## config.mk

```make
export PLATFORM = sky130hd
export DESIGN_NAME = icache_way
export DESIGN_NICKNAME = d
export VERILOG_FILES = /design/src/icache_pkg.sv /design/src/icache_sram.sv /design/src/icache_way.sv
export SDC_FILE = /design/constraint.sdc
export NUM_CORES = 2
export LEC_CHECK = 0
export BUFFER_PORTS_ARGS = -buffer_cell sky130_fd_sc_hd__buf_2
export CORE_MARGIN = 4
export CORE_UTILIZATION = 55
export CTS_CLUSTER_DIAMETER = 60
export DETAILED_ROUTE_END_ITERATION = 7
export PLACE_DENSITY = 0.72
export SYNTH_ARGS = -nofsm -noshare
export SYNTH_HDL_FRONTEND = slang
export SYNTH_SLANG_ARGS = --single-unit
```

## constraint.sdc

```tcl
create_clock -name clk_i -period 34.4 [get_ports clk_i]
set_input_delay 3.44 -clock clk_i [delete_from_list [all_inputs] [get_ports clk_i]]
set_output_delay 3.44 -clock clk_i [all_outputs]
set_load 0.1 [all_outputs]
```

## src/icache_pkg.sv

```systemverilog
/*
  Shared constants and types for the instruction cache.
  The block is fixed at four 32-bit words. BOFFSET must match BLK_SIZE.
*/
`default_nettype none

package icache_pkg;

  // Fetch address width
  localparam int XLEN = 32;

  // Bits per cache block, four instruction words
  localparam int BLK_SIZE = 128;

  // Byte offset bits inside one block
  localparam int BOFFSET = $clog2(BLK_SIZE / 8);

  // Controller states
  typedef enum logic [1:0] {
    ST_FLUSH     = 2'd0,
    ST_LOOKUP    = 2'd1,
    ST_MISS_REQ  = 2'd2,
    ST_MISS_WAIT = 2'd3
  } ctrl_state_e;

endpackage

`default_nettype wire

```

## src/icache_sram.sv

```systemverilog
/*
  Single-port memory with registered read, old data on a read during write.
  DEPTH must be at least 2. No reset, contents are X until written.
*/
`timescale 1ns/1ps
`default_nettype none

module icache_sram #(
  parameter int WIDTH = 32,
  parameter int DEPTH = 16,
  localparam int AW   = $clog2(DEPTH)
) (
  input  logic             clk_i,
  input  logic [AW-1:0]    addr_i,
  input  logic             wr_en_i,
  input  logic [WIDTH-1:0] wdata_i,
  output logic [WIDTH-1:0] rdata_o
);

  logic [WIDTH-1:0] mem_q [DEPTH];

  always_ff @(posedge clk_i) begin
    if (wr_en_i) begin
      mem_q[addr_i] <= wdata_i;
    end
    // Read data shows up one edge after the address
    rdata_o <= mem_q[addr_i];
  end

endmodule

`default_nettype wire

```

## src/icache_way.sv

```systemverilog
/*
  One way of the cache: tag array with valid bit, data array, tag compare.
  hit_o, valid_o and data_o refer to the set read at the previous edge.
  A fill or clear redirects the arrays to wr_idx_i for that cycle.
*/
`timescale 1ns/1ps
`default_nettype none

module icache_way #(
  parameter int CACHE_SIZE = 1024,
  parameter int NUM_WAY    = 4,
  localparam int NUM_SET   = CACHE_SIZE / (icache_pkg::BLK_SIZE / 8) / NUM_WAY,
  localparam int IDX_W     = $clog2(NUM_SET),
  localparam int TAG_W     = icache_pkg::XLEN - IDX_W - icache_pkg::BOFFSET
) (
  input  logic                            clk_i,
  input  logic                            rst_ni,
  input  logic [IDX_W-1:0]                rd_idx_i,
  input  logic [IDX_W-1:0]                wr_idx_i,
  input  logic                            fill_en_i,
  input  logic                            fill_sel_i,
  input  logic [TAG_W-1:0]                fill_tag_i,
  input  logic [icache_pkg::BLK_SIZE-1:0] fill_blk_i,
  input  logic                            clr_en_i,
  input  logic [TAG_W-1:0]                req_tag_i,
  output logic                            hit_o,
  output logic                            valid_o,
  output logic [icache_pkg::BLK_SIZE-1:0] data_o
);

  import icache_pkg::*;

  logic [IDX_W-1:0] arr_idx;
  logic             fill_we;
  logic             tag_we;
  logic [TAG_W:0]   tag_wdata;
  logic [TAG_W:0]   tag_rdata;

  // Only the selected way takes the refill block
  assign fill_we = fill_en_i & fill_sel_i;
  assign tag_we  = fill_we | clr_en_i;
  assign arr_idx = (fill_en_i || clr_en_i) ? wr_idx_i : rd_idx_i;

  // Valid bit sits above the tag
  assign tag_wdata = clr_en_i ? '0 : {1'b1, fill_tag_i};

  icache_sram #(
    .WIDTH (TAG_W + 1),
    .DEPTH (NUM_SET)
  ) u_tag_sram (
    .clk_i   (clk_i),
    .addr_i  (arr_idx),
    .wr_en_i (tag_we),
    .wdata_i (tag_wdata),
    .rdata_o (tag_rdata)
  );

  icache_sram #(
    .WIDTH (BLK_SIZE),
    .DEPTH (NUM_SET)
  ) u_data_sram (
    .clk_i   (clk_i),
    .addr_i  (arr_idx),
    .wr_en_i (fill_we),
    .wdata_i (fill_blk_i),
    .rdata_o (data_o)
  );

  assign valid_o = tag_rdata[TAG_W];
  assign hit_o   = valid_o && (tag_rdata[TAG_W-1:0] == req_tag_i);

  // Sweep and refill are separate controller states
  a_fill_clr_excl: assert property (
    @(posedge clk_i) disable iff (!rst_ni) !(fill_en_i && clr_en_i)
  );

endmodule

`default_nettype wire

```

==> impl_metrics.csv <==
group,metric,value,unit
floorplanning,dieHeight,436,um
critical_path,r2r_setup_slack,33.11,ns
flow_run,drv_cap,0,
cts,cts_made_buffers,282,
sta,fin_crit_sh,0.255,
sta,worst_slew_pin_slew,1.24,ns
sta,setup_tns,0,ns
route,ant_nets,0,
cts,clkTransAtPathRegs,0.06,ns
cells_and_area,area_growth,11.6,%
global_route,grt_overflow,0,
critical_path,crit_path_end_kind,"output pin",
cts,h-tree-depth,5,
critical_path,arrival,5.34,ns
synth,syn_area,0.101,sq mm
pwr,ir_drop,0.0000646,V
synth,synth_cells,6325,
route,drc_errors,0,
floorplanning,core_area,0.181,sq mm
cts,insertion_delay,0.92,ns
synth,synthesis.nets,6514,
cts,tritoncts,"done",
route,drt_pass1_iterations,6,
critical_path,critPathKind,"input pin to output pin",
sta,setup_viol,0,
route,vias,59454,
cells_and_area,nFillCells,12865,
synth,synth_cell_type_count,45,
placement,dp_hpwl,120000,um
worst_hold_path,hold_class,"flop to flop",
global_route,grt_pass1_wl,376000,um
sta,fmax,114,MHz
synth,synth_area_per_cell,15.9,sq um
synth,synth_top_area_share,0.731,
floorplanning,dieArea,0.190,sq mm
critical_path,reg2reg_depth,4,
placement,dp_cells,8596,
pwr,p_leak,36.9,nW
synth,yosys_warnings,0,
global_route,track_usage,0.262,
route,routed_wl,255000,um
sta,max_slew_margin,0.175,
floorplanning,initial_utilization,0.555,
cells_and_area,fin_nets,6699,
synth,synth_edf_count,2448,
floorplanning,num_rows,156,
sta,clock_skew,0.0588,ns
sta,hold_ws,0.668,ns
run_status,outcome,"finished, final reports clean",
pwr,power_density,62.6,mW/mm^2
global_route,antenna_found_initial,56,
critical_path,r2r_end,"u_data_sram.rdata_o[125]",
synth,async_flop_share,0,
cts,cts_resized,0,
synth,yosysTopAreaCell,"edfxtp_1",
cts,clkSinkCount,2601,
sta,drv_slew,0,
cts,cts_hold_buf,0,
cells_and_area,multi_input_area,0.0215,sq mm
synth,synth_seq_cells,2601,
floorplanning,die_w,436,um
sta,hold_violations,0,
critical_path,worstReg2RegStart,"u_data_sram.mem_q[7][125]",
route,viasPerCell,6.53,
worst_hold_path,whs_path_depth,4,
cells_and_area,final_cell_count_no_fill,9111,
worst_hold_path,hp-start,"u_data_sram.mem_q[1][82]",
synth,synthTopCellsByArea,"edfxtp_1 (73%), mux2i_1 (6.1%), nand3_1 (3.1%)",
critical_path,startpoint_type,"input pin",
cells_and_area,register_area,0.0766,sq mm
worst_hold_path,holdPathEnd,"u_data_sram.rdata_o[82]",
route,drt-initial-drc-count,6750,
cts,cts-root-buf,"clkbuf_16",
sta,period_minus_slack,8.78,ns
synth,ys.flop_type,"edfxtp_1",
route,wire_per_inst,28.0,um
global_route,grt_max_degree,213,
sta,rsz0062_at_grt,"no",
global_route,grt_pass1_vias,58344,
placement,routabilityCongestion,0.763,
cts,cts.repair_timing.setup_buffer_count,0,
critical_path,critical_path_required,30.96,ns
cells_and_area,drive_above_1_share,0.125,
cts,cts_buffer_depth,4,
floorplanning,io_pins,319,
synth,ys_seq_area_frac,0.761,
placement,port_buffers,317,
critical_path,crit_fanout,1,
worst max-delay path, stage by stage:
cell,delay [ns]
buf_2,0.11
xor2_1,0.17
nor4_1,0.64
nand3_1,0.29
nor4_1,0.22
buf_2,0.47
power breakdown:
part / internal (mW) / switching [mW]
logic: 0.144 / 0.492
clock network: 1.65 / 1.17
registers: 3.54 / 0.0331
through the flow:
step	instance area, sq um	setup slack (ns)	utilization	total power [mW]
global placement	104000	25.56	0.572	4.26
finish	112000	25.62	0.619	7.03
global route	112000	25.51	0.619	7.25
CTS	112000	25.57	0.619	7.07
floorplan	101000	20.62	-	4.09
detailed placement	104000	25.57	0.572	4.27
cell usage in the layout (no fill, tap or decap), drive strengths merged, types with 156 or more instances in the layout:
cell    netlist  layout
a21oi       307     307
buf         332     433
clkbuf      200     384
edfxtp     2448    2448
mux2i       614     614
nand3       614     614
nand4       156     156
nor3        320     320
o21ai       614     614
o221ai      306     306
per-layer routing:
metal / track usage / vias up / routed length, um / part of all wire
met1: 0.350 / 30056 / 99200 / 0.39
met3: 0.0515 / 565 / 22100 / 0.087
met4: 0.105 / 22 / 9480 / 0.037
met2: 0.425 / 3087 / 124000 / 0.49
li1: - / 25724 / - / -
met5: 0 / - / 149 / 0.00058
flip-flops by register name, summed over array words and instances (netlist names):
| name | flops |
|---|---|
| u_tag_sram.rdata_o | 25 |
| u_data_sram.rdata_o | 128 |
| u_data_sram.mem_q | 2048 |
| u_tag_sram.mem_q | 400 |
how the worst max path moves through the flow:
| stage | start | endpoint | slack [ns] | depth (start not counted) |
|---|---|---|---|---|
| after floorplan | clr_en_i | u_data_sram.mem_q[4][0] | 20.62 | 7 |
| after global placement | req_tag_i[5] | hit_o | 25.56 | 6 |
| after detailed placement | req_tag_i[5] | hit_o | 25.57 | 6 |
| after CTS | req_tag_i[5] | hit_o | 25.57 | 6 |
| after global routing | req_tag_i[5] | hit_o | 25.51 | 6 |
| final | req_tag_i[5] | hit_o | 25.62 | 6 |
cell type report:
class                   instances  share of cell area
repair buffers                433              0.0236
inverters                       2           0.0000669
flip-flops and latches       2601               0.682
well taps                    2370              0.0264
multi-input cells            3190               0.191
diodes                         28            0.000624
clock buffers                 384              0.0688
clock inverters               103             0.00719
cells in the mapped netlist (2+ instances only):
cell type  count
buf_2        233
xor2_1        15
nor2_1        14
o21ai_0      593
dfxtp_1      153
xnor2_1        9
clkbuf_1     200
a21oi_1      307
buf_4         47
o221ai_1     306
nand3_1      614
nor4_1         8
o2bb2ai_1    153
nand4_1      156
buf_1          6
nor3_1       320
and3_1         5
nor3b_2        2
nor2b_1       24
edfxtp_1    2448
buf_6         46
nand2_1       10
o21ai_1       20
inv_1          2
mux2i_1      614
cell families (layout without fill, tap and decap cells):
kind of cell,Yosys count,count (layout),synth area share
AO/OA/AOI/OAI,1387,1387,0.0867
XOR/XNOR,24,24,0.00209
buffers and inverters,534,922,0.0280
flip-flops,2601,2601,0.761
multiplexers,614,614,0.0611
other,0,28,0
AND/OR/NAND/NOR,1165,1165,0.0607
Power figures use the tool's default switching activity.
