File: src/icache_pkg.sv
/*
  Shared constants and types for the instruction cache.
  The block is fixed at four 32-bit words. BOFFSET must match BLK_SIZE.
*/
`default_nettype none

package icache_pkg;

  // Fetch address width
  localparam int XLEN = 32;

  // Bits per cache block, four instruction words
  localparam int BLK_SIZE = 128;

  // Byte offset bits inside one block
  localparam int BOFFSET = $clog2(BLK_SIZE / 8);

  // Controller states
  typedef enum logic [1:0] {
    ST_FLUSH     = 2'd0,
    ST_LOOKUP    = 2'd1,
    ST_MISS_REQ  = 2'd2,
    ST_MISS_WAIT = 2'd3
  } ctrl_state_e;

endpackage

`default_nettype wire

File: src/icache_ctrl.sv
/*
  Request register, flush sweep and miss FSM of the instruction cache.
  One miss is outstanding at a time, fetches stall until its block returns.
  A flush pulse seen during a miss is held and started after the refill.
*/
`timescale 1ns/1ps
`default_nettype none

module icache_ctrl #(
  parameter int CACHE_SIZE = 1024,
  parameter int NUM_WAY    = 4,
  localparam int NUM_SET   = CACHE_SIZE / (icache_pkg::BLK_SIZE / 8) / NUM_WAY,
  localparam int IDX_W     = $clog2(NUM_SET),
  localparam int TAG_W     = icache_pkg::XLEN - IDX_W - icache_pkg::BOFFSET
) (
  input  logic                        clk_i,
  input  logic                        rst_ni,
  input  logic                        flush_i,
  input  logic                        fetch_valid_i,
  input  logic [icache_pkg::XLEN-1:0] fetch_addr_i,
  input  logic                        any_hit_i,
  input  logic                        mem_req_ready_i,
  input  logic                        mem_res_valid_i,
  output logic                        fetch_ready_o,
  output logic                        lkp_valid_o,
  output logic [TAG_W-1:0]            req_tag_o,
  output logic [IDX_W-1:0]            rd_idx_o,
  output logic [IDX_W-1:0]            wr_idx_o,
  output logic                        fill_en_o,
  output logic [TAG_W-1:0]            fill_tag_o,
  output logic                        clr_en_o,
  output logic                        mem_req_valid_o,
  output logic [icache_pkg::XLEN-1:0] mem_req_addr_o
);

  import icache_pkg::*;

  ctrl_state_e      state_q;
  ctrl_state_e      state_d;
  logic [IDX_W-1:0] flush_cnt_q;
  logic             flush_pend_q;
  logic             req_valid_q;
  logic [XLEN-1:0]  req_addr_q;
  logic [IDX_W-1:0] fetch_idx;
  logic [IDX_W-1:0] req_idx;
  logic             miss_now;
  logic             flush_go;
  logic             accept;

  assign fetch_idx = fetch_addr_i[IDX_W+BOFFSET-1:BOFFSET];
  assign req_idx   = req_addr_q[IDX_W+BOFFSET-1:BOFFSET];

  // Lookup in compare stage found no way
  assign miss_now = (state_q == ST_LOOKUP) && req_valid_q && !any_hit_i;
  assign flush_go = flush_i || flush_pend_q;

  assign fetch_ready_o = (state_q == ST_LOOKUP) && !miss_now && !flush_go;
  assign accept        = fetch_valid_i && fetch_ready_o;

  always_comb begin
    state_d = state_q;
    unique case (state_q)
      ST_FLUSH: begin
        if (flush_cnt_q == IDX_W'(NUM_SET - 1)) begin
          state_d = ST_LOOKUP;
        end
      end
      ST_LOOKUP: begin
        if (miss_now) begin
          state_d = mem_req_ready_i ? ST_MISS_WAIT : ST_MISS_REQ;
        end else if (flush_go) begin
          state_d = ST_FLUSH;
        end
      end
      ST_MISS_REQ: begin
        if (mem_req_ready_i) begin
          state_d = ST_MISS_WAIT;
        end
      end
      ST_MISS_WAIT: begin
        if (mem_res_valid_i) begin
          state_d = ST_LOOKUP;
        end
      end
      default: state_d = ST_FLUSH;
    endcase
  end

  always_ff @(posedge clk_i) begin
    if (!rst_ni) begin
      state_q      <= ST_FLUSH;
      flush_cnt_q  <= '0;
      flush_pend_q <= 1'b0;
      req_valid_q  <= 1'b0;
    end else begin
      state_q <= state_d;

      // One set per cycle while sweeping
      if (state_q == ST_FLUSH && state_d == ST_FLUSH) begin
        flush_cnt_q <= flush_cnt_q + 1'b1;
      end else begin
        flush_cnt_q <= '0;
      end

      if (state_d == ST_FLUSH) begin
        flush_pend_q <= 1'b0;
      end else if (flush_i && state_q != ST_FLUSH) begin
        flush_pend_q <= 1'b1;
      end

      // Held through a miss, dropped when the block arrives
      if (accept) begin
        req_valid_q <= 1'b1;
      end else if (state_q == ST_LOOKUP && !miss_now) begin
        req_valid_q <= 1'b0;
      end else if (fill_en_o) begin
        req_valid_q <= 1'b0;
      end
    end
  end

  always_ff @(posedge clk_i) begin
    if (accept) begin
      req_addr_q <= fetch_addr_i;
    end
  end

  // New address goes to the arrays on accept, else the held one
  assign rd_idx_o = accept ? fetch_idx : req_idx;
  assign wr_idx_o = (state_q == ST_FLUSH) ? flush_cnt_q : req_idx;

  assign lkp_valid_o = req_valid_q;
  assign req_tag_o   = req_addr_q[XLEN-1:IDX_W+BOFFSET];
  assign fill_tag_o  = req_addr_q[XLEN-1:IDX_W+BOFFSET];
  assign clr_en_o    = (state_q == ST_FLUSH);
  assign fill_en_o   = (state_q == ST_MISS_WAIT) && mem_res_valid_i;

  assign mem_req_valid_o = miss_now || (state_q == ST_MISS_REQ);
  assign mem_req_addr_o  = {req_addr_q[XLEN-1:BOFFSET], {BOFFSET{1'b0}}};

  // Downstream request holds until taken
  a_mem_req_stable: assert property (
    @(posedge clk_i) disable iff (!rst_ni)
    mem_req_valid_o && !mem_req_ready_i |=> mem_req_valid_o && $stable(mem_req_addr_o)
  );

endmodule

`default_nettype wire

File: config.mk
export PLATFORM = sky130hd
export DESIGN_NAME = icache_ctrl
export DESIGN_NICKNAME = d
export VERILOG_FILES = /design/src/icache_pkg.sv /design/src/icache_ctrl.sv
export SDC_FILE = /design/constraint.sdc
export NUM_CORES = 1
export LEC_CHECK = 0
export BUFFER_PORTS_ARGS = -buffer_cell sky130_fd_sc_hd__buf_2
export CORE_ASPECT_RATIO = 0.8
export CORE_MARGIN = 4
export CORE_UTILIZATION = 40
export CTS_CLUSTER_SIZE = 24
export DETAILED_ROUTE_END_ITERATION = 6
export PLACE_DENSITY = 0.83
export SLEW_MARGIN = 20
export SYNTH_ARGS = -nofsm -noshare
export SYNTH_HDL_FRONTEND = slang
export SYNTH_SLANG_ARGS = --single-unit
File: constraint.sdc
create_clock -name clk_i -period 2.19 [get_ports clk_i]
set_input_delay 0.219 -clock clk_i [delete_from_list [all_inputs] [get_ports clk_i]]
set_output_delay 0.219 -clock clk_i [all_outputs]
set_load 0.03 [all_outputs]
==> out/metrics.yaml <==
cts_htree_levels: 2
ys_seq_area_share_pct: 57.64
drt_iter0_markers: 60
path_class: "reg -> out"
die_y_um: 66.94
synth_seq_cells: 36
p_leak_nw: 1.029
r2r-start: "state_q[1]"
synth_area_leaders: "edfxtp_1 (48%), buf_4 (22%), dfxtp_1 (9.2%)"
synth_cells: 135
grt_busiest_layer: "met2"
cts.clk_slew.worst_paths_ps: 70
use_met1_pct: 14.20
portBuffers: 123
powerDensity_nw_per_um2: 633.2
maxCapViolCount: 0
drive_above_1_share_pct: 66.21
antenna_found_initial: 0
via_per_inst: 4.239
final-max-slew-violation-count: 0
clk_path_buf_depth: 2
syn_area_sq_um: 1737
rows: 21
critical_path_required_ps: 1970
syn_avg_cell_area_sq_um: 12.86
synthTopCellsByCount: "buf_4 (52), edfxtp_1 (28), mux2_2 (9)"
async_flop_share_pct: 0
hold_path_depth: 1
drc: 0
holdCritStartpoint: "fetch_addr_i[12]"
cts_resized: 0
startpoint_type: "register"
grtUsageMet3_pct: 4.865
cts-hold-fix-buffers: 0
rrSetupSlack_ps: 510
grt_use_met2_pct: 17.58
dpl.hpwl_um: 2745
wl_um: 3373
cp.arrival_ps: 1830
dr_total_vias: 1170
fin_nets: 258
cts_setup_buffers: 0
clkLatencyLatePin_ps: 280
r2r_end: "req_addr_q[18]"
synth.most_common_cell: "buf_4"
fmax_mhz: 487.5
die_w_um: 81.67
status: "completed"
ioPinCount: 132
rsz0062_at_grt: "false"
crit_chain: "and2b_2, nand4_1, mux2_2, buf_2"
r2r_cells: 4
layout_min_cycle_time_ps: 2051
ys_warn_count: 0
synth_top_area_cell: "edfxtp_1"
root_buffer: "clkbuf_8"
critPathSlowestCell: "dfxtp_1"
grtUsageTotal_pct: 11.78
first_pass_iters: 2
fin_util_pct: 51.75
cts_tree: "yes"
holdPathEnd: "req_addr_q[12]"
gp_congestion: 0.7205
numCtsBuffers: 5
crit_path_max_incr_delay_ps: 490
die_area_sq_um: 5467
critPathMaxFanout: 8
finClkSkew_ps: 10.22
n_fill_cell: 371
grt_max_degree: 13
start_util_pct: 41.57
area_growth_pct: 24.50
multi_input_area_sq_um: 322.8
synth-edff-count: 28
setup-tns-final_ps: 0
endpoint_kind: "primary output"
drtAntennaViolNets: 0
grt_pass1_wl_um: 4616
wl_per_cell_um: 12.22
synth_ff_type: "edfxtp_1"
grt_overflow: 0
hold_viol_final: 0
setup_viol: 0
hp-class: "in -> reg"
synth_top_cell_area_share_pct: 48.41
ir_worst_vdd_v: 0.0004186
grt_pass1_vias: 1019
seq_area_sq_um: 1001
synthDistinctLibCells: 25
diodes: 0
fin_crit_sh_pct: 93.67
core_area_sq_um: 4178
clkSinkCount: 36
## layout make-up
| class | instances | share of cell area [%] |
|---|---|---|
| Sequential cell | 36 | 46.30 |
| Timing Repair Buffer | 126 | 29.51 |
| Multi-Input combinational cell | 43 | 14.93 |
| Tap cell | 57 | 3.299 |
| Clock buffer | 5 | 3.183 |
| Clock inverter | 3 | 1.736 |
| Inverter | 6 | 1.042 |
## power breakdown
part           total (mW)  internal (mW)  leakage [nW]  switching [mW]
logic              0.0726         0.0341         0.659          0.0385
registers           0.744          0.739         0.317         0.00454
clock network       0.553          0.331        0.0532           0.221
## cell families (layout without fill, tap and decap cells)
logic type      after synthesis  in the layout  synth area share (%)
mux                          11             11                 6.989
buf+inv                      59            140                 24.42
flops                        36             36                 57.64
other cells                   1              4                0.2159
simple gates                 18             18                 5.621
xor+xnor                      2              2                 1.009
compound gates                7              7                 3.386
fa+ha+maj                     1              1                0.7203
## layout by cell type, fill, tap and decap left out, types with 2 or more instances in the layout
cell      count
nand3_1       4
nor2_1        7
buf_4         3
o21ai_0       2
a21boi_0      2
dfxtp_1       8
clkbuf_8      5
inv_1         6
clkinv_1      2
mux2_2        9
mux2i_1       2
buf_2       123
conb_1        4
edfxtp_1     28
## layer usage
metal	up-vias	part of all wire [%]
met4	0	1.1
li1	569	-
met2	73	48
met3	4	12
met5	-	0
met1	524	39
## through the flow
stage	hold WS, ps	instances	power, mW	instance area [sq um]	worst slack, ps
3_5_place_dp	397.6	268	0.8321	2056	422.9
6_report	108.4	276	1.369	2162	138.7
3_3_place_gp	396.2	268	0.8292	2056	454.7
5_1_grt	87.02	276	1.432	2162	52.18
2_1_floorplan	317.9	138	0.7986	1748	362.2
4_1_cts	91.68	276	1.390	2162	105.2
## how the worst max path moves through the flow
stage / depth (start not counted) / from / end / slack (ps)
after floorplan: 4 / state_q[1] / req_addr_q[10] / 360
after global placement: 4 / state_q[1] / rd_idx_o[3] / 450
after detailed placement: 4 / state_q[1] / rd_idx_o[3] / 420
after CTS: 4 / state_q[1] / rd_idx_o[3] / 110
after global routing: 4 / state_q[1] / rd_idx_o[0] / 50
final: 4 / state_q[1] / rd_idx_o[3] / 140
## worst max-delay path: cells and delay by family (launching register included)
family,cells,cell delay [ps]
multiplexers,1,380
AND/OR/NAND/NOR,2,510
buffers and inverters,1,180
flip-flops,1,490
## sequential cells by signal (all words and copies together) (netlist names)
register and count:
flush_pend_q 1, flush_cnt_q 4, lkp_valid_o 1, req_addr_q 28
state_q 2
Note: power is estimated with default switching activity, not from simulation.
