==> config.mk <==
export PLATFORM = sky130hd
export DESIGN_NAME = icache_select
export DESIGN_NICKNAME = d
export VERILOG_FILES = /design/src/icache_pkg.sv /design/src/icache_select.sv
export SDC_FILE = /design/constraint.sdc
export NUM_CORES = 1
export LEC_CHECK = 0
export BUFFER_PORTS_ARGS = -buffer_cell sky130_fd_sc_hd__buf_2
export CORE_AREA = 10 10 301 303
export DETAILED_ROUTE_END_ITERATION = 8
export DIE_AREA = 0 0 311 313
export PLACE_DENSITY_LB_ADDON = 0.2
export SYNTH_ARGS = -nofsm -noshare
export SYNTH_HDL_FRONTEND = slang
export SYNTH_SLANG_ARGS = --single-unit
==> constraint.sdc <==
create_clock -name clk_i -period 4.2 [get_ports clk_i]
set_input_delay 0.42 -clock clk_i [delete_from_list [all_inputs] [get_ports clk_i]]
set_output_delay 0.42 -clock clk_i [all_outputs]
set_load 0.01 [all_outputs]
==> src/icache_pkg.sv <==
/*
  Shared constants and types for the instruction cache.
  The block is fixed at four 32-bit words. BOFFSET must match BLK_SIZE.
*/
`default_nettype none

package icache_pkg;

  // Fetch address width
  localparam int XLEN = 32;

  // Bits per cache block, four instruction words
  localparam int BLK_SIZE = 128;

  // Byte offset bits inside one block
  localparam int BOFFSET = $clog2(BLK_SIZE / 8);

  // Controller states
  typedef enum logic [1:0] {
    ST_FLUSH     = 2'd0,
    ST_LOOKUP    = 2'd1,
    ST_MISS_REQ  = 2'd2,
    ST_MISS_WAIT = 2'd3
  } ctrl_state_e;

endpackage

`default_nettype wire

==> src/icache_select.sv <==
/*
  Way selector: hit mux, tree pseudo-LRU state and victim choice.
  NUM_WAY must be a power of two, at least 2. PLRU bits are per set, in flops.
  Empty ways are filled lowest first before the tree is used.
*/
`timescale 1ns/1ps
`default_nettype none

module icache_select #(
  parameter int CACHE_SIZE = 1024,
  parameter int NUM_WAY    = 4,
  localparam int NUM_SET   = CACHE_SIZE / (icache_pkg::BLK_SIZE / 8) / NUM_WAY,
  localparam int IDX_W     = $clog2(NUM_SET)
) (
  input  logic                                         clk_i,
  input  logic                                         rst_ni,
  input  logic                                         lkp_valid_i,
  input  logic                                         flushing_i,
  input  logic [IDX_W-1:0]                             idx_i,
  input  logic [NUM_WAY-1:0]                           way_hit_i,
  input  logic [NUM_WAY-1:0]                           way_valid_i,
  input  logic [NUM_WAY-1:0][icache_pkg::BLK_SIZE-1:0] way_data_i,
  input  logic                                         fill_en_i,
  input  logic [icache_pkg::BLK_SIZE-1:0]              mem_res_blk_i,
  output logic                                         any_hit_o,
  output logic [NUM_WAY-1:0]                           fill_way_o,
  output logic                                         resp_valid_o,
  output logic                                         resp_miss_o,
  output logic [icache_pkg::BLK_SIZE-1:0]              resp_blk_o
);

  import icache_pkg::*;

  localparam int LVL = $clog2(NUM_WAY);

  logic [NUM_WAY-2:0]  plru_q [NUM_SET];
  logic [NUM_WAY-1:0]  hit_vec;
  logic [NUM_WAY-1:0]  victim;
  logic [NUM_WAY-1:0]  touch_way;
  logic [BLK_SIZE-1:0] hit_blk;

  // Walk the tree, node bit 1 means the victim lies to the right
  function automatic logic [NUM_WAY-1:0] plru_victim(input logic [NUM_WAY-2:0] node);
    logic [NUM_WAY-1:0] oh;
    int                 n;
    int                 w;
    n = 0;
    w = 0;
    for (int l = 0; l < LVL; l++) begin
      w = 2 * w + int'(node[n]);
      n = 2 * n + 1 + int'(node[n]);
    end
    oh    = '0;
    oh[w] = 1'b1;
    return oh;
  endfunction

  // Point every node on the path away from the used way
  function automatic logic [NUM_WAY-2:0] plru_touch(input logic [NUM_WAY-2:0] node,
                                                    input logic [NUM_WAY-1:0] way_oh);
    logic [NUM_WAY-2:0] upd;
    logic               dir;
    int                 w;
    int                 n;
    upd = node;
    w   = 0;
    for (int i = 0; i < NUM_WAY; i++) begin
      if (way_oh[i]) begin
        w = i;
      end
    end
    n = 0;
    for (int l = 0; l < LVL; l++) begin
      dir    = w[LVL-1-l];
      upd[n] = ~dir;
      n      = 2 * n + 1 + int'(dir);
    end
    return upd;
  endfunction

  assign hit_vec   = lkp_valid_i ? way_hit_i : '0;
  assign any_hit_o = |hit_vec;

  always_comb begin
    hit_blk = '0;
    for (int i = 0; i < NUM_WAY; i++) begin
      if (hit_vec[i]) begin
        hit_blk = hit_blk | way_data_i[i];
      end
    end
  end

  // Lowest empty way first, else the tree's choice
  always_comb begin
    logic found_inv;
    found_inv = 1'b0;
    victim    = plru_victim(plru_q[idx_i]);
    for (int i = 0; i < NUM_WAY; i++) begin
      if (!found_inv && !way_valid_i[i]) begin
        victim    = '0;
        victim[i] = 1'b1;
        found_inv = 1'b1;
      end
    end
  end

  assign fill_way_o = victim;
  assign touch_way  = fill_en_i ? victim : hit_vec;

  always_ff @(posedge clk_i) begin
    if (!rst_ni) begin
      for (int s = 0; s < NUM_SET; s++) begin
        plru_q[s] <= '0;
      end
    end else if (flushing_i) begin
      for (int s = 0; s < NUM_SET; s++) begin
        plru_q[s] <= '0;
      end
    end else if (fill_en_i || any_hit_o) begin
      plru_q[idx_i] <= plru_touch(plru_q[idx_i], touch_way);
    end
  end

  // Refill block bypasses the arrays on a miss
  assign resp_valid_o = any_hit_o || fill_en_i;
  assign resp_miss_o  = fill_en_i;
  assign resp_blk_o   = fill_en_i ? mem_res_blk_i : hit_blk;

  // A tag lives in at most one way of its set
  a_hit_onehot: assert property (
    @(posedge clk_i) disable iff (!rst_ni) lkp_valid_i |-> $onehot0(way_hit_i)
  );

endmodule

`default_nettype wire

==> results of run 1 <==
-- tightest hold or removal path, stage by stage --
cell and delay [ns]:
buf_2 0.19, nand3_1 0.19, a21oi_2 0.04
-- cells in the mapped netlist, drive strengths merged, types with 5 or more instances --
cell      n  area share (%)
clkbuf   61             3.4
a22oi   258              28
nand3     7            0.51
nor2b     5            0.46
buf      24             2.1
mux2    130              21
mux2i    10             1.5
o21ai     7            0.57
edfxtp   48              21
nor2     36             2.0
and2      7            0.64
nand2   170             9.3
mux4      8             2.6
a21oi    20             2.0
-- cells by family after synthesis --
group / Yosys count / synth area share, %
simple gates: 239 / 14.5
compound gates: 298 / 33.3
flops: 48 / 21.1
mux: 148 / 25.6
buf+inv: 86 / 5.46
-- through the flow --
step	std cells	hold WS (ns)	total power, mW	cell area (sq um)	worst slack [ns]
2_1_floorplan	819	0.796	1.14	6830	1.86
3_3_place_gp	2682	1.03	1.81	12000	1.05
3_5_place_dp	2682	1.04	1.81	12000	1.02
4_1_cts	2690	0.728	2.21	12200	1.13
5_1_grt	2692	0.751	2.32	12200	1.01
6_report	2696	0.727	2.18	12200	1.10
-- worst paths after layout --
check / start / endpoint / slack, ns / cells after the start
worst min-delay path: idx_i[3] / plru_q[13][1] / 0.73 / 3
worst min register to register: plru_q[0][0] / plru_q[14][0] / 1.42 / 6
worst max register to register: plru_q[13][2] / plru_q[5][2] / 1.66 / 6
worst max-delay path: lkp_valid_i / resp_blk_o[108] / 1.10 / 7
-- routing by layer --
layer	wire (microns)	GRT usage, %	vias to the layer above
met5	144	0	-
li1	-	-	4646
met4	674	1.28	22
met2	30800	20.8	602
met1	27000	15.4	4880
met3	5450	3.34	59
-- final cells by class --
class / count / share of cell area, %
timing repair buffer: 804 / 33.9
multi-input combinational: 685 / 41.2
inverter: 1 / 0.0308
antenna: 6 / 0.123
clock inverter: 3 / 0.154
tap: 1144 / 11.7
sequential: 48 / 11.8
clock buffer: 5 / 1.03
-- power breakdown --
part / switching, mW / leakage [nW] / internal (mW)
Sequential: 0.00973 / 0.535 / 0.548
Clock: 0.181 / 0.0635 / 0.219
Combinational: 0.649 / 5.16 / 0.576
==> results.toml, run 1 <==
[grt]
overflow = 0
antenna_found_initial = 41
grt_pass1_wl_mm = 86.7
first_global_vias = 10824
grt_usage_pct = 12.1
grt_max_degree = 82

[clocking]
clock_sinks = 48
post_cts_buffers = 0
postCtsResizedCells = 0
clockBufferDepth = 2
clockRootBuffer = "clkbuf_16"
path_clk_slew_ns = 0.07
h-tree-depth = 2
cts_made_buffers = 5
clk_latency_ns = 0.29
cts_hold_buf = 0
cts_tree = "done"

[routing]
post_drt_via_cell_ratio = 3.79
drc = 0
drtIter0Drc = 750
postRouteAntennaNets = 0
wire_per_inst_microns = 23.8
vias = 10209
drt_wl_total_mm = 64.1
firstDrtPassIters = 6

[setup_path]
slowest_delay_ns = 0.77
path_delay_family = "compound AO/OA/AOI/OAI gates"
setup.worst_path.end_class = "primary output"
worst-endpoint-required_ns = 3.78
path_cells = "buf_2 > and2_4 > buf_12 > a22oi_1 > nand2_1 > mux2_2 > buf_2"
worstPathMaxFanout = 67
critPathKind = "in -> out"
arrival_ns = 2.68
cp_num_buf_inv = 3
critPathSlowestCell = "a22oi_1"
cpMostUsedCell = "buf_2"
critPathLaunchType = "primary input"

[die]
die-area_sq_mm = 0.0973
die_x_microns = 311
rows = 107
fp.dieH_microns = 313
core_area_sq_mm = 0.0846
start_util_pct = 8.07
io_pins = 792

[sta]
min_period_ns = 3.10
fin_skew_ns = 0.00507
rsz0062_at_grt = "no"
fin_setup_tns_ns = 0
slew_viol_final = 0
hold_violations = 0
fmax_ghz = 0.322
relSlewSlack_pct = 36.7
period_share_pct = 73.9
finalSetupViolations = 0
worst_pin_slew_ns = 0.950

[layout]
largest_register_ff_count = 48
regArea_sq_mm = 0.00144
fin_nets = 2202
final_util_pct = 14.4
drive_gt1_share_pct = 62.9
nFillCells = 9895
multi_input_area_sq_mm = 0.00502
biggestRegsByFlops = "plru_q (48)"
area_growth_pct = 78.7
layout_commonest_cell = "buf_2"
final_cell_mix = "buf_2, a22oi_1, nand2_1"
top_register = "plru_q"

[synth]
ys.flop_type = "edfxtp_1"
ys_async_sr_fraction_pct = 0
avgSynthCellArea_sq_um = 8.33
synth_fp_nets = 1476
ys_warn_count = 0
yosysUniqueCellTypes = 43
ys_ff_latch = 48
netlist_area_sq_mm = 0.00683
synth_edf_count = 48
netlist_instances = 819
seq_area_frac_synth_pct = 21.1

[worst_hold_path]
hold_path.class = "in -> reg"

[power]
power.density_mw_per_mm2 = 179
p_leak_nw = 5.75
max-vdd-ir-drop_mv = 0.134

[place]
gp_congestion = 0.894
dp_hpwl_mm = 55.7
port_buffers = 791

[outcome]
status = "completed"

[flow_run]
max-cap-violations = 0
Note: power is estimated with default switching activity, not from simulation.
==> run 2: changes to the inputs <==
==> constraint.sdc (replaced) <==
create_clock -name clk_i -period 2.5 [get_ports clk_i]
set_input_delay 0.25 -clock clk_i [delete_from_list [all_inputs] [get_ports clk_i]]
set_output_delay 0.25 -clock clk_i [all_outputs]
set_load 0.01 [all_outputs]
==> results.toml, run 2 (synthesis results as in run 1) <==
[clocking]
clockBufferDepth = 2
path_clk_slew_ns = 0.07
cts_hold_buf = 0
cts_tree = "done"
clockRootBuffer = "clkbuf_16"
h-tree-depth = 2
clk_latency_ns = 0.29
clock_sinks = 48
cts_made_buffers = 5

[sta]
fmax_ghz = 0.425
layout_setup_ws_ns = 0.146
slew_viol_final = 0
rsz0062_at_grt = "no"
fin_skew_ns = 0.00772
finalSetupViolations = 0
relSlewSlack_pct = 50.4
worst_pin_slew_ns = 0.744
min_period_ns = 2.35
period_share_pct = 94.1
whs_ns = 0.589
hold_violations = 0

[die]
die-area_sq_mm = 0.0973
rows = 107
io_pins = 792
start_util_pct = 8.07
fp.dieH_microns = 313
core_area_sq_mm = 0.0846
die_x_microns = 311

[grt]
antenna_found_initial = 46
grt_pass1_wl_mm = 88.0
overflow = 0
grt_max_degree = 92
grt_usage_pct = 12.3
first_global_vias = 10974

[place]
port_buffers = 791
dp_slack_ns = -0.0812
placedInstanceArea_sq_mm = 0.0126
gp_congestion = 0.930
dp_hpwl_mm = 58.0

[power]
power.density_mw_per_mm2 = 296
max-vdd-ir-drop_mv = 0.201
p_leak_nw = 6.07
fin_total_pwr_mw = 3.76

[layout]
layout_commonest_cell = "buf_2"
fin_nets = 2261
largest_register_ff_count = 48
area_growth_pct = 86.5
design_area_sq_mm = 0.0127
top_register = "plru_q"
drive_gt1_share_pct = 64.3
final_cell_mix = "buf_2, a22oi_1, nand2_1"
final_util_pct = 15.0
biggestRegsByFlops = "plru_q (48)"

[routing]
vias = 10355
postRouteAntennaNets = 0
drtIter0Drc = 773
post_drt_via_cell_ratio = 3.76
firstDrtPassIters = 5
drc = 0
wire_per_inst_microns = 23.7
drt_wl_total_mm = 65.2

[setup_path]
setup.worst_path.end_class = "primary output"
critPathLaunch = "plru_q[11][0]"
worstPathMaxFanout = 2
critPathSlowestCell = "mux4_2"
critPathLaunchType = "register"
critPathKind = "reg -> out"
worst-endpoint-required_ns = 2.25
path_delay_family = "multiplexers"
cp_num_buf_inv = 2
slowest_delay_ns = 0.49
arrival_ns = 2.10
path_cells = "mux4_2 > o22ai_2 > a22oi_1 > o21a_1 > buf_4 > nor2b_1 > buf_2"
rr_startpoint = "plru_q[11][0]"

[worst_hold_path]
hold_path.class = "in -> reg"
hp-start = "idx_i[3]"

[flow_run]
max-cap-violations = 0

[outcome]
status = "completed"
[run 2: area by class of cell]
| class | count | area (sq um) |
|---|---|---|
| fillers | 9905 | 71900 |
| multi-input cells | 685 | 5020 |
| repair buffers | 863 | 4670 |
| flip-flops and latches | 48 | 1440 |
| well taps | 1144 | 1430 |
| clock buffers | 6 | 129 |
| clock inverters | 2 | 16.3 |
| diodes | 6 | 15.0 |
| inverters | 1 | 3.75 |
[run 2: per-stage QoR]
| stage | cells | setup TNS (ns) |
|---|---|---|
| final | 2755 | 0 |
| after global routing | 2754 | 0 |
| after global placement | 2740 | -0.0589 |
| after floorplan | 819 | 0 |
| after detailed placement | 2740 | -0.993 |
| after CTS | 2748 | 0 |
[run 2: timing repair]
action / CTS / global route
setup buffers: 0 / 1
setup endpoints to repair: 0 / 2
endpoints found under the hold margin: 0 / 0
resized for setup: 0 / 3
[run 2: where the power goes]
| part | switching [mW] | total [mW] | internal [mW] | leakage (nW) |
|---|---|---|---|---|
| clock network | 0.300 | 0.673 | 0.373 | 0.0671 |
| registers | 0.0144 | 0.935 | 0.921 | 0.535 |
| logic | 1.11 | 2.16 | 1.05 | 5.47 |
[run 2: path summary, 6_finish.rpt]
check	end	depth (start not counted)	slack [ns]
setup reg to reg	plru_q[0][1]	8	0.25
hold reg to reg	plru_q[11][1]	5	1.41
setup / recovery	fill_way_o[1]	7	0.15
hold / removal	plru_q[14][0]	3	0.59
[run 2: metal layers]
metal	up-vias	GRT usage, %	part of all wire, %
met5	-	0	0.35
met4	34	1.97	1.4
met3	78	4.38	9.4
met2	587	20.8	48
met1	4894	15.2	41
li1	4762	-	-
[run 2: tightest hold or removal path, delay by kind of cell]
kind	cells	cell delay, ns
simple gates	2	0.25
buf+inv	1	0.19
